==> src/verilog/pow_config.svh <==
`ifndef POW_CONFIG_SVH
`define POW_CONFIG_SVH

// operand and result width, results wrap modulo 2**POW_W
`define POW_W 8

// multiply stages, one per power from 2 to 5
`define POW_STAGES 4

// display digits, two per pipeline lane
`define DISP_DIGITS 8

`endif

==> src/verilog/disp_pkg.sv <==
`include "pow_config.svh"

package disp_pkg;

    // ----------------------------------------
    // display side
    // ----------------------------------------

    // one enable bit per digit, msb is the leftmost digit
    typedef logic [`DISP_DIGITS - 1:0] digit_en_t;

    // decimal points, same digit order
    typedef logic [`DISP_DIGITS - 1:0] dot_t;

endpackage

==> src/verilog/pow_pkg.sv <==
`include "pow_config.svh"

package pow_pkg;

    // ----------------------------------------
    // arithmetic side
    // ----------------------------------------

    // one operand or one lane value
    typedef logic [`POW_W - 1:0] operand_t;

    // result word of all lanes
    // lane 3 is the square, lane 0 the fifth power
    typedef union packed
    {
        logic [`POW_STAGES * `POW_W - 1:0] flat;
        operand_t [`POW_STAGES - 1:0]      lane;
    } pow_lanes_u;

endpackage

==> src/verilog/pow_disp_driver.sv <==
`timescale 1ns/1ps
`include "pow_config.svh"

module pow_disp_driver
    import pow_pkg::*, disp_pkg::*;
(
    input  logic                              clk,
    input  logic                              rst_n,
    input  logic                              i_advance,
    input  logic [`POW_STAGES - 1:0]          i_lane_valid,
    input  pow_lanes_u                        i_lanes,
    output logic [`POW_STAGES * `POW_W - 1:0] o_disp,
    output digit_en_t                         o_disp_en,
    output dot_t                              o_disp_dot
);

    localparam int S = `POW_STAGES;

    pow_lanes_u   hold_q;
    logic [S-1:0] seen_q;
    logic [S-1:0] refresh_q;
    logic [S-1:0] lane_load;

    // taps only count on cycles where the stages actually move
    assign lane_load = i_lane_valid & {S{i_advance}};

    always_ff @(posedge clk)
    begin
        for (int k = 0; k < S; k++)
            if (lane_load[k])
                hold_q.lane[k] <= i_lanes.lane[k];
    end

    // ----------------------------------------
    // sticky enables and one-shot dots
    // ----------------------------------------

    always_ff @(posedge clk or negedge rst_n)
    begin
        if (!rst_n)
        begin
            seen_q    <= '0;
            refresh_q <= '0;
        end
        else
        begin
            seen_q    <= seen_q | lane_load;
            refresh_q <= lane_load;
        end
    end

    // lane k drives digits 2k+1 and 2k, dot on the lower one
    always_comb
    begin
        for (int k = 0; k < S; k++)
        begin
            o_disp_en[2 * k +: 2]  = {2{seen_q[k]}};
            o_disp_dot[2 * k + 1]  = 1'b0;
            o_disp_dot[2 * k]      = refresh_q[k];
        end
    end

    assign o_disp = hold_q.flat;

endmodule

==> src/verilog/pow_iterative.sv <==
`timescale 1ns/1ps
`include "pow_config.svh"

module pow_iterative
    import pow_pkg::*;
(
    input  logic     clk,
    input  logic     rst_n,
    input  logic     i_valid,
    input  operand_t i_n,
    output logic     o_ready,
    output logic     o_res_valid,
    output operand_t o_res,
    input  logic     i_res_ready
);

    // one load step plus one step per multiply
    localparam int STEPS = `POW_STAGES + 1;

    logic [STEPS - 1:0] shift_q;
    logic               held_q;
    operand_t           n_q;
    operand_t           acc_q;
    logic               load;
    logic               mul_en;
    logic               res_taken;

    assign load      = i_valid & o_ready;
    assign mul_en    = |shift_q[STEPS - 1:1];
    assign res_taken = o_res_valid & i_res_ready;

    // ----------------------------------------
    // one-hot step counter
    // ----------------------------------------

    always_ff @(posedge clk or negedge rst_n)
    begin
        if (!rst_n)
            shift_q <= '0;
        else if (load)
            shift_q <= {1'b1, {(STEPS - 1){1'b0}}};
        else
            shift_q <= shift_q >> 1;
    end

    // result stays up until the consumer takes it
    always_ff @(posedge clk or negedge rst_n)
    begin
        if (!rst_n)
            held_q <= 1'b0;
        else
            held_q <= (shift_q[0] | held_q) & ~res_taken;
    end

    // ----------------------------------------
    // shared multiplier
    // ----------------------------------------

    always_ff @(posedge clk)
    begin
        if (load)
        begin
            n_q   <= i_n;
            acc_q <= i_n;
        end
        else if (mul_en)
        begin
            acc_q <= acc_q * n_q;
        end
    end

    assign o_res_valid = shift_q[0] | held_q;
    assign o_res       = acc_q;
    assign o_ready     = ~(|shift_q | held_q);

endmodule

==> src/verilog/pow_pipeline.sv <==
`timescale 1ns/1ps
`include "pow_config.svh"

module pow_pipeline
    import pow_pkg::*;
(
    input  logic                      clk,
    input  logic                      rst_n,
    input  logic                      i_valid,
    input  operand_t                  i_n,
    output logic                      o_ready,
    output logic                      o_res_valid,
    output operand_t                  o_res,
    input  logic                      i_res_ready,
    output logic                      o_advance,
    output logic [`POW_STAGES - 1:0]  o_lane_valid,
    output pow_lanes_u                o_lanes
);

    localparam int S = `POW_STAGES;

    // index 1 is the input register, index i holds the i-th power
    logic [1:S + 1] vld_q;
    operand_t       n_q   [1:S];
    operand_t       pow_q [2:S + 1];

    // ----------------------------------------
    // flow control
    // ----------------------------------------

    // whole pipe moves when the last stage is empty or drained
    assign o_advance = ~vld_q[S + 1] | i_res_ready;
    assign o_ready   = o_advance;

    // ----------------------------------------
    // valid chain
    // ----------------------------------------

    always_ff @(posedge clk or negedge rst_n)
    begin
        if (!rst_n)
        begin
            vld_q <= '0;
        end
        else if (o_advance)
        begin
            vld_q[1] <= i_valid;
            for (int i = 1; i <= S; i++)
                vld_q[i + 1] <= vld_q[i];
        end
    end

    // ----------------------------------------
    // operand delay line and multipliers
    // ----------------------------------------

    always_ff @(posedge clk)
    begin
        if (o_advance)
        begin
            n_q[1] <= i_n;
            for (int i = 1; i < S; i++)
                n_q[i + 1] <= n_q[i];

            // square first, then one more factor per stage
            pow_q[2] <= n_q[1] * n_q[1];
            for (int i = 2; i <= S; i++)
                pow_q[i + 1] <= pow_q[i] * n_q[i];
        end
    end

    // ----------------------------------------
    // outputs
    // ----------------------------------------

    assign o_res_valid = vld_q[S + 1];
    assign o_res       = pow_q[S + 1];

    // highest lane carries the lowest power
    always_comb
    begin
        for (int i = 2; i <= S + 1; i++)
        begin
            o_lane_valid[S + 1 - i] = vld_q[i];
            o_lanes.lane[S + 1 - i] = pow_q[i];
        end
    end

endmodule

==> src/verilog/pow_unit_top.sv <==
`timescale 1ns/1ps
`include "pow_config.svh"

module pow_unit_top
    import pow_pkg::*, disp_pkg::*;
(
    input  logic                              clk,
    input  logic                              rst_n,
    // pipelined engine
    input  logic                              i_pipe_valid,
    input  operand_t                          i_pipe_n,
    output logic                              o_pipe_ready,
    output logic                              o_res_valid,
    output operand_t                          o_res,
    input  logic                              i_res_ready,
    // iterative engine
    input  logic                              i_iter_valid,
    input  operand_t                          i_iter_n,
    output logic                              o_iter_ready,
    output logic                              o_iter_res_valid,
    output operand_t                          o_iter_res,
    input  logic                              i_iter_res_ready,
    // display
    output logic [`POW_STAGES * `POW_W - 1:0] o_disp,
    output digit_en_t                         o_disp_en,
    output dot_t                              o_disp_dot
);

    logic                     pipe_advance;
    logic [`POW_STAGES - 1:0] lane_valid;
    pow_lanes_u               lanes;

    pow_pipeline u_pipe
    (
        .clk          ( clk          ),
        .rst_n        ( rst_n        ),
        .i_valid      ( i_pipe_valid ),
        .i_n          ( i_pipe_n     ),
        .o_ready      ( o_pipe_ready ),
        .o_res_valid  ( o_res_valid  ),
        .o_res        ( o_res        ),
        .i_res_ready  ( i_res_ready  ),
        .o_advance    ( pipe_advance ),
        .o_lane_valid ( lane_valid   ),
        .o_lanes      ( lanes        )
    );

    pow_iterative u_iter
    (
        .clk         ( clk              ),
        .rst_n       ( rst_n            ),
        .i_valid     ( i_iter_valid     ),
        .i_n         ( i_iter_n         ),
        .o_ready     ( o_iter_ready     ),
        .o_res_valid ( o_iter_res_valid ),
        .o_res       ( o_iter_res       ),
        .i_res_ready ( i_iter_res_ready )
    );

    // display follows the pipeline lanes only
    pow_disp_driver u_disp
    (
        .clk          ( clk          ),
        .rst_n        ( rst_n        ),
        .i_advance    ( pipe_advance ),
        .i_lane_valid ( lane_valid   ),
        .i_lanes      ( lanes        ),
        .o_disp       ( o_disp       ),
        .o_disp_en    ( o_disp_en    ),
        .o_disp_dot   ( o_disp_dot   )
    );

endmodule
==> config.mk <==
export PLATFORM = sky130hd
export DESIGN_NAME = pow_unit_top
export DESIGN_NICKNAME = d
export VERILOG_FILES = /design/src/verilog/disp_pkg.sv /design/src/verilog/pow_pkg.sv /design/src/verilog/pow_disp_driver.sv /design/src/verilog/pow_iterative.sv /design/src/verilog/pow_pipeline.sv /design/src/verilog/pow_unit_top.sv
export VERILOG_INCLUDE_DIRS = /design/src /design/src/verilog
export SDC_FILE = /design/constraint.sdc
export NUM_CORES = 1
export LEC_CHECK = 0
export BUFFER_PORTS_ARGS = -buffer_cell sky130_fd_sc_hd__buf_2
export CAP_MARGIN = 10
export CORE_MARGIN = 2
export CORE_UTILIZATION = 35
export CTS_CLUSTER_SIZE = 40
export DETAILED_ROUTE_END_ITERATION = 12
export GPL_ROUTABILITY_DRIVEN = 0
export SLEW_MARGIN = 40
export SYNTH_ARGS = -nofsm -noshare
export SYNTH_HDL_FRONTEND = slang
export SYNTH_SLANG_ARGS = --single-unit
==> constraint.sdc <==
create_clock -name clk -period 4.7 [get_ports clk]
set_input_delay 0.94 -clock clk [delete_from_list [all_inputs] [get_ports clk]]
set_output_delay 0.94 -clock clk [all_outputs]
set_load 0.05 [all_outputs]
Yosys cells after proc, flatten, opt, wreduce, memory -nomap -nowiden
Memories as Yosys holds them, arrays and structs flattened.
Cells that the tools add are included.
{"block": "op_classes", "bitwise": 11, "n_reduce_logical": 3, "mul": 5, "n_mux": 5}
{"op": "$mul 8x8->8", "count": 5}
{"op": "$mux 8", "count": 2}
{"op": "$mux 5", "count": 1}
{"op": "$reduce_or 5->1", "count": 1}
{"op": "$and 4x4->4", "count": 1}
{"op": "$or 4x4->4", "count": 1}
{"op": "$reduce_or 4->1", "count": 1}
{"op": "$and 1x1->1", "count": 3}
{"op": "$not 1->1", "count": 3}
{"op": "$or 1x1->1", "count": 3}
{"op": "$mux 1", "count": 2}
{"op": "$reduce_bool 2->1", "count": 1}
{"block": "totals", "in_bits": 22, "word_cells": 37, "memories": 2, "output_inout_bits": 68, "mem_bits_rw": 64, "register_bits": 67}
{"name": "u_pipe.n_q", "depth": 4, "word_bits": 8, "read_ports": 4, "rd_clocked_by_memory_dff": 0, "wr": 4, "line": "pow_pipeline.sv:24", "rtl": "operand_t n_q [1:S];"}
{"name": "u_pipe.pow_q", "depth": 4, "word_bits": 8, "read_ports": 4, "rd_clocked_by_memory_dff": 0, "wr": 4, "line": "pow_pipeline.sv:25", "rtl": "operand_t pow_q [2:S + 1];"}

Logic depth before layout (Yosys ltp)
Gate-level depths: netlist of run 1.
{"block": "depth", "word_depth": 5, "mapped_depth": 15, "depth_no_buf": 14}

Hierarchy
Synthesis of run 1 repeated with hierarchy kept, for this count alone.
{"block": "hier_totals", "cells_unflattened": 671, "hier_area_um2": 8259.2}
{"module": "pow_pipeline", "seq_area_each_um2": 1926.8, "n_inst": 1, "area_each_um2": 5288.8, "cells_per_inst": 460}
{"module": "pow_iterative", "seq_area_each_um2": 630.6, "n_inst": 1, "area_each_um2": 1685.4, "cells_per_inst": 154}
{"module": "pow_disp_driver", "seq_area_each_um2": 1161.1, "n_inst": 1, "area_each_um2": 1285.0, "cells_per_inst": 57}

Worst setup path before layout of run 1
No wires, ideal clock.
{"block": "synth_timing", "path_type": "input-to-output", "startpoint": "in i_res_ready", "endpoint": "out o_pipe_ready", "slack_ns": 0.507, "stages": 2, "required_ns": 3.760, "path_buffers": 1, "arrival_time_ns": 3.253, "path_cell_list": "nand2b_1 -> clkbuf_1"}
{"block": "synth_via", "elab_chain_len": 1}
{"item": "start, declared", "line": "pow_unit_top.sv:15", "rtl": "input logic i_res_ready,"}
{"item": "$or 1x1->1", "line": "pow_pipeline.sv:32", "rtl": "assign o_advance = ~vld_q[S + 1] | i_res_ready;"}
{"item": "end, declared", "line": "pow_unit_top.sv:12", "rtl": "output logic o_pipe_ready,"}
No other way between the ends.

Worst setup path in the final report of run 1
{"block": "layout_timing", "startpoint": "reg u_iter.acc_q[1] (netlist: u_iter.o_res[1])", "endpoint": "reg u_iter.acc_q[7] (netlist: u_iter.o_res[7]) (data pin)"}
{"block": "layout_via", "elab_chain_len": 3}
{"item": "start, declared", "line": "pow_iterative.sv:23", "rtl": "operand_t acc_q;"}
{"item": "start signal, assigned", "line": "pow_iterative.sv:64", "rtl": "acc_q <= i_n;"}
{"item": "start signal, assigned", "line": "pow_iterative.sv:68", "rtl": "acc_q <= acc_q * n_q;"}
{"item": "$mul 8x8->8", "line": "pow_iterative.sv:68"}
{"item": "$mux 8", "line": "pow_iterative.sv:66", "rtl": "else if (mul_en)"}
{"item": "$mux 8", "line": "pow_iterative.sv:61", "rtl": "if (load)"}
No other way between the ends. The select of a mux whose other input is x is not followed.
A chain may end at the register's enable or synchronous reset.

==> results.sh, run 1 <==
export IMPL_drt_wl_total_microns=14600
export IMPL_gr_usage_met1_pct=16.8
export IMPL_grt_pass1_wl_microns=24100
export IMPL_start_util_pct=35.6
export IMPL_synthMuxAreaShare_pct=1.12
export IMPL_hpwl_microns=11100
export IMPL_firstDrtPassIters=4
export IMPL_met2_usage_pct=21.4
export IMPL_final_util_pct=41.3
export IMPL_clock_latency_ps=410
export IMPL_r2r_start="u_iter.o_res[1]"
export IMPL_avgRoutedWirePerCell_microns=14.0
export IMPL_rsz0062_at_grt="no"
export IMPL_first_global_vias=4821
export IMPL_cp_cell_sequence="nand2_1 -> fa_1 -> fa_1 -> inv_1 -> fa_1 -> inv_1 -> fa_1 -> xor2_1 -> xnor3_1 -> xnor3_1 -> xnor3_1 -> a21oi_1"
export IMPL_grt_max_degree=47
export IMPL_max_stage_delay_ps=540
export IMPL_fp_coreArea_sq_um=22600
export IMPL_finalCritPeriodShare_pct=85.6
export IMPL_synth_seq_area_share_pct=45.8
export IMPL_worstSetupStartpointType="register"
export IMPL_worstSetupEndpointType="register"
export IMPL_synth_xor_area_share_pct=8.01
export IMPL_cts_htree_levels=4
export IMPL_finalSetupViolCount=0
export IMPL_fin_crit_ps=4020
export IMPL_fin_skew_ps=9.08
export IMPL_final_cell_mix="inv_1, edfxtp_1, and2_1"
export IMPL_gr_usage_all_layers_pct=13.0
export IMPL_ios=90
export IMPL_clk_path_buf_depth=2
export IMPL_slew_headroom_pct=57.1
export IMPL_synth_top_family_by_area="adder cells"
export IMPL_core_rowCount=55
export IMPL_final_common_cell="inv_1"
export IMPL_avgSynthCellArea_sq_um=12.2
export IMPL_status="completed"
export IMPL_area_delta_synth_final_pct=16.0
export IMPL_cpMaxStageDelayCell="fa_1"
export IMPL_drive_gt1_share_pct=15.9
export IMPL_cts_sinks=126
export IMPL_root_buffer="clkbuf_16"
export IMPL_slew_viol_final=0
export IMPL_worst_pin_slew_ps=644
export IMPL_yosys_area_share_simple_pct=10.8
export IMPL_cts_made_buffers=17
export IMPL_min_from="u_iter.shift_q[2]"
export IMPL_placed_cell_area_sq_um=8710
export IMPL_ys_types=26
export IMPL_synth_compound_area_share_pct=1.80
export IMPL_synth_ff_type="edfxtp_1"
export IMPL_synth_edf_count=107
export IMPL_remaining_drc_errors=0
export IMPL_cp_required_ps=4840
export IMPL_timing_critical_path_mode_cell="fa_1"
export IMPL_cts_resized=0
export IMPL_grt_busiest_layer="met2"
export IMPL_synthesis_instances=660
export IMPL_stdcell_area_sq_um=9330
export IMPL_finalNonFillerCells=1044
export IMPL_arrival_ps=4170
export IMPL_die_height_microns=156
export IMPL_vias=4660
export IMPL_cts_hold_buf=0
export IMPL_yosysWarnings=0
export IMPL_critPathMaxFanout=8
export IMPL_final_setup_tns_ps=0
export IMPL_diodes=0
export IMPL_drtIter0Drc=247
export IMPL_placed_cells=1012
export IMPL_ys_async_sr_fraction_pct=15.1
export IMPL_drv_cap=0
export IMPL_die_area_sq_um=24200
export IMPL_critPathLaunch="u_iter.o_res[1]"
export IMPL_use_met3_pct=3.17
export IMPL_viasPerCell=4.46
export IMPL_final_nets=897
export IMPL_synth_seq_cells=126
export IMPL_hold_path_class="reg -> reg"
export IMPL_clkSlewWorstSetupHoldPaths_ps=60
export IMPL_antenna_found_initial=0
export IMPL_grt_remaining_overflow=0
export IMPL_cts_tree="built"
export IMPL_ant_nets=0
export IMPL_fp_dieW_microns=156
export IMPL_max_freq_mhz=249
export IMPL_synthesis_area_sq_um=8050
export IMPL_final_hold_viol_count=0
export IMPL_critPathKind="reg -> reg"
export IMPL_portBuffers=84
export IMPL_post_cts_setup_buffers=0
export IMPL_synthAdderAreaFrac_pct=25.1
registers in the layout (all words and copies together) (netlist names):
| signal | cells |
|---|---|
| u_pipe.n_q | 32 |
| u_disp.o_disp | 31 |
| u_pipe.pow_q | 28 |
| u_iter.n_q | 8 |
| u_iter.o_res | 8 |
| u_iter.shift_q | 5 |
| u_pipe.vld_q | 5 |
| u_disp.refresh_q | 4 |
| u_disp.seen_q | 4 |
| u_iter.held_q | 1 |
synthesized netlist by cell type, types with 6 or more instances:
library cell / n / area (sq um)
ha_1: 75 / 938
nand2_1: 60 / 225
a21oi_1: 13 / 65.1
buf_4: 17 / 128
edfxtp_1: 107 / 3210
inv_1: 112 / 420
and2_1: 90 / 563
fa_1: 54 / 1080
a21o_1: 10 / 75.1
nor2_1: 6 / 22.5
xor2_1: 14 / 123
dfrtp_1: 19 / 475
clkbuf_1: 9 / 33.8
xnor2_1: 50 / 438
stage by stage:
| stage | setup slack (ps) | hold slack [ps] |
|---|---|---|
| 3_5_place_dp | 652 | 367 |
| 4_1_cts | 648 | 390 |
| 3_3_place_gp | 776 | 358 |
| 6_report | 678 | 384 |
| 5_1_grt | 416 | 393 |
| 2_1_floorplan | 507 | 400 |
critical path, delay by kind of cell, from the launching register on:
kind                       cells  cell delay [ps]
adders and majority gates      4             1900
buffers and inverters          2              100
and+or+nand+nor                1              110
xor gates and xnor gates       4             1100
AOI/OAI and AO/OA              1               70
DFF                            1              470
final timing paths:
kind                                        to  slack (ps)  cells after the start
setup / recovery               u_iter.o_res[7]         680                     12
hold / removal               u_iter.shift_q[1]         380                      0
setup reg to reg               u_iter.o_res[7]         680                     12
hold reg to reg              u_iter.shift_q[1]         380                      0
max in group asynchronous    u_iter.shift_q[3]        3870                      1
min in group asynchronous  u_disp.refresh_q[0]         480                      1
kinds of logic after synthesis:
logic type / after synthesis
mux: 8
simple gates: 166
compound gates: 24
other cells: 1
flops: 126
buf+inv: 138
xor+xnor: 68
fa+ha+maj: 129
final cells by class:
type	count	area (sq um)
multi-input combinational	403	3810
inverter	112	420
fill	2143	13200
tap	285	357
sequential	126	3690
clock inverter	14	191
clock buffer	18	429
timing repair buffer	86	435
layer usage:
layer  part of all wire [%]  vias up  wire length, microns
li1                       -     2247                     -
met1                     46     2300                  6710
met2                     48       99                  7040
met3                    4.5       14                   662
met4                    1.2        0                   172
met5                      0        -                     0
Power of run 1 is left out: the tool's default activity adds up to more than one toggle a clock period on the data nets, which glitch-free logic cannot reach.
==> run 2: changes to the inputs <==
--- a/config.mk
+++ b/config.mk
@@ -8,6 +8,7 @@
 export LEC_CHECK = 0
 export BUFFER_PORTS_ARGS = -buffer_cell sky130_fd_sc_hd__buf_2
 export CAP_MARGIN = 10
+export CORE_ASPECT_RATIO = 0.7
 export CORE_MARGIN = 2
 export CORE_UTILIZATION = 35
 export CTS_CLUSTER_SIZE = 40
==> run 2 against run 1 <==
  * First-iteration DRC count shrank 2.4%
  * Via count is 2.0% lower
  * Register-to-register slack got worse by 30 ps
  * Critical path depth stayed put
  * Global-route usage grew 0.68 points
  * Clock skew fell by 0.80 ps
  * Utilization fell by 0.22 points
  * Flip-flop and latch count did not move
  * Cell count is 2.6% higher
  * Sequential share of layout area up 0.13 points
==> results.sh, run 2 (same netlist as run 1, synthesis figures left out) <==
export IMPL_timing_critical_path_mode_cell="fa_1"
export IMPL_grt_max_degree=39
export IMPL_cts_made_buffers=17
export IMPL_clock_latency_ps=420
export IMPL_finalNonFillerCells=1071
export IMPL_fp_dieW_microns=185
export IMPL_slew_viol_final=0
export IMPL_cts_sinks=126
export IMPL_critPathKind="reg -> reg"
export IMPL_final_common_cell="inv_1"
export IMPL_regMostFlops="u_pipe.n_q"
export IMPL_ios=90
export IMPL_viasPerCell=4.26
export IMPL_worstSetupStartpointType="register"
export IMPL_start_util_pct=35.6
export IMPL_placed_cells=1039
export IMPL_drt_wl_total_microns=14900
export IMPL_drive_gt1_share_pct=15.5
export IMPL_critical_path_top_delay_family="adder cells"
export IMPL_final_nets=897
export IMPL_min_from="u_iter.shift_q[4]"
export IMPL_critPathMaxFanout=8
export IMPL_root_buffer="clkbuf_16"
export IMPL_worst_pin_slew_ps=608
export IMPL_hpwl_microns=11700
export IMPL_final_setup_tns_ps=0
export IMPL_arrival_ps=4200
export IMPL_rsz0062_at_grt="no"
export IMPL_portBuffers=84
export IMPL_cp_required_ps=4840
export IMPL_antenna_found_initial=0
export IMPL_cpMaxStageDelayCell="fa_1"
export IMPL_max_freq_mhz=247
export IMPL_final_hold_viol_count=0
export IMPL_clkSlewWorstSetupHoldPaths_ps=60
export IMPL_clk_path_buf_depth=2
export IMPL_fp_coreArea_sq_um=22600
export IMPL_max_stage_delay_ps=540
export IMPL_cp_cell_sequence="nand2_1 -> fa_1 -> fa_1 -> inv_1 -> fa_1 -> inv_1 -> fa_1 -> xor2_1 -> xnor3_1 -> xnor3_1 -> xnor3_1 -> a21oi_1"
export IMPL_slew_headroom_pct=59.5
export IMPL_cts_hold_buf=0
export IMPL_first_global_vias=4734
export IMPL_grt_pass1_wl_microns=24800
export IMPL_die_area_sq_um=24200
export IMPL_finalCritPeriodShare_pct=86.2
export IMPL_status="completed"
export IMPL_remaining_drc_errors=0
export IMPL_firstDrtPassIters=4
export IMPL_cts_tree="built"
export IMPL_fin_skew_ps=8.28
export IMPL_die_height_microns=131
export IMPL_diodes=0
export IMPL_worstSetupEndpointType="register"
export IMPL_ant_nets=0
export IMPL_cp_buffers_inverters=2
export IMPL_gr_usage_all_layers_pct=13.7
export IMPL_area_delta_synth_final_pct=15.6
export IMPL_cts_resized=0
export IMPL_avgRoutedWirePerCell_microns=13.9
export IMPL_vias=4566
export IMPL_finalSetupViolCount=0
export IMPL_core_rowCount=46
export IMPL_critPathLaunch="u_iter.o_res[1]"
export IMPL_final_cell_mix="inv_1, edfxtp_1, and2_1"
export IMPL_grt_remaining_overflow=0
export IMPL_largest_reg_flops=32
export IMPL_fin_crit_ps=4050
export IMPL_r2r_start="u_iter.o_res[1]"
export IMPL_drtIter0Drc=241
export IMPL_cts_htree_levels=4
export IMPL_post_cts_setup_buffers=0
export IMPL_drv_cap=0
export IMPL_hold_path_class="reg -> reg"
==> run 2: cell type report <==
class,instances,area [sq um]
Sequential cell,126,3690
Inverter,112,420
Timing Repair Buffer,86,435
Clock inverter,12,120
Multi-Input combinational cell,403,3810
Fill cell,2198,13300
Tap cell,312,390
Clock buffer,20,437
==> run 2: path summary, 6_finish.rpt <==
check	end	slack (ps)	depth (start not counted)
max	u_iter.o_res[7]	650	12
min	u_iter.shift_q[3]	380	0
max reg2reg	u_iter.o_res[7]	650	12
min reg2reg	u_iter.shift_q[3]	380	0
max in group asynchronous	u_iter.shift_q[2]	3930	1
min in group asynchronous	u_disp.refresh_q[3]	460	1
==> run 2: metal layers <==
| layer | routed length, microns | vias to the layer above | global-route usage (%) |
|---|---|---|---|
| met5 | 0 | - | 0 |
| met4 | 146 | 0 | 4.20 |
| met3 | 695 | 12 | 3.96 |
| met2 | 6470 | 76 | 20.8 |
| met1 | 7610 | 2227 | 19.0 |
| li1 | - | 2251 | - |
==> run 2: through the flow <==
step                      instance area (sq um)  utilization (%)  worst slack (ps)  hold slack, ps
after floorplan                            8070                -               507             400
after global placement                     8740             38.7               779             359
after detailed placement                   8740             38.7               651             366
after CTS                                  9300             41.1               628             378
after global routing                       9300             41.1               397             389
final                                      9300             41.1               647             379
Power of run 2 is left out for the same reason.
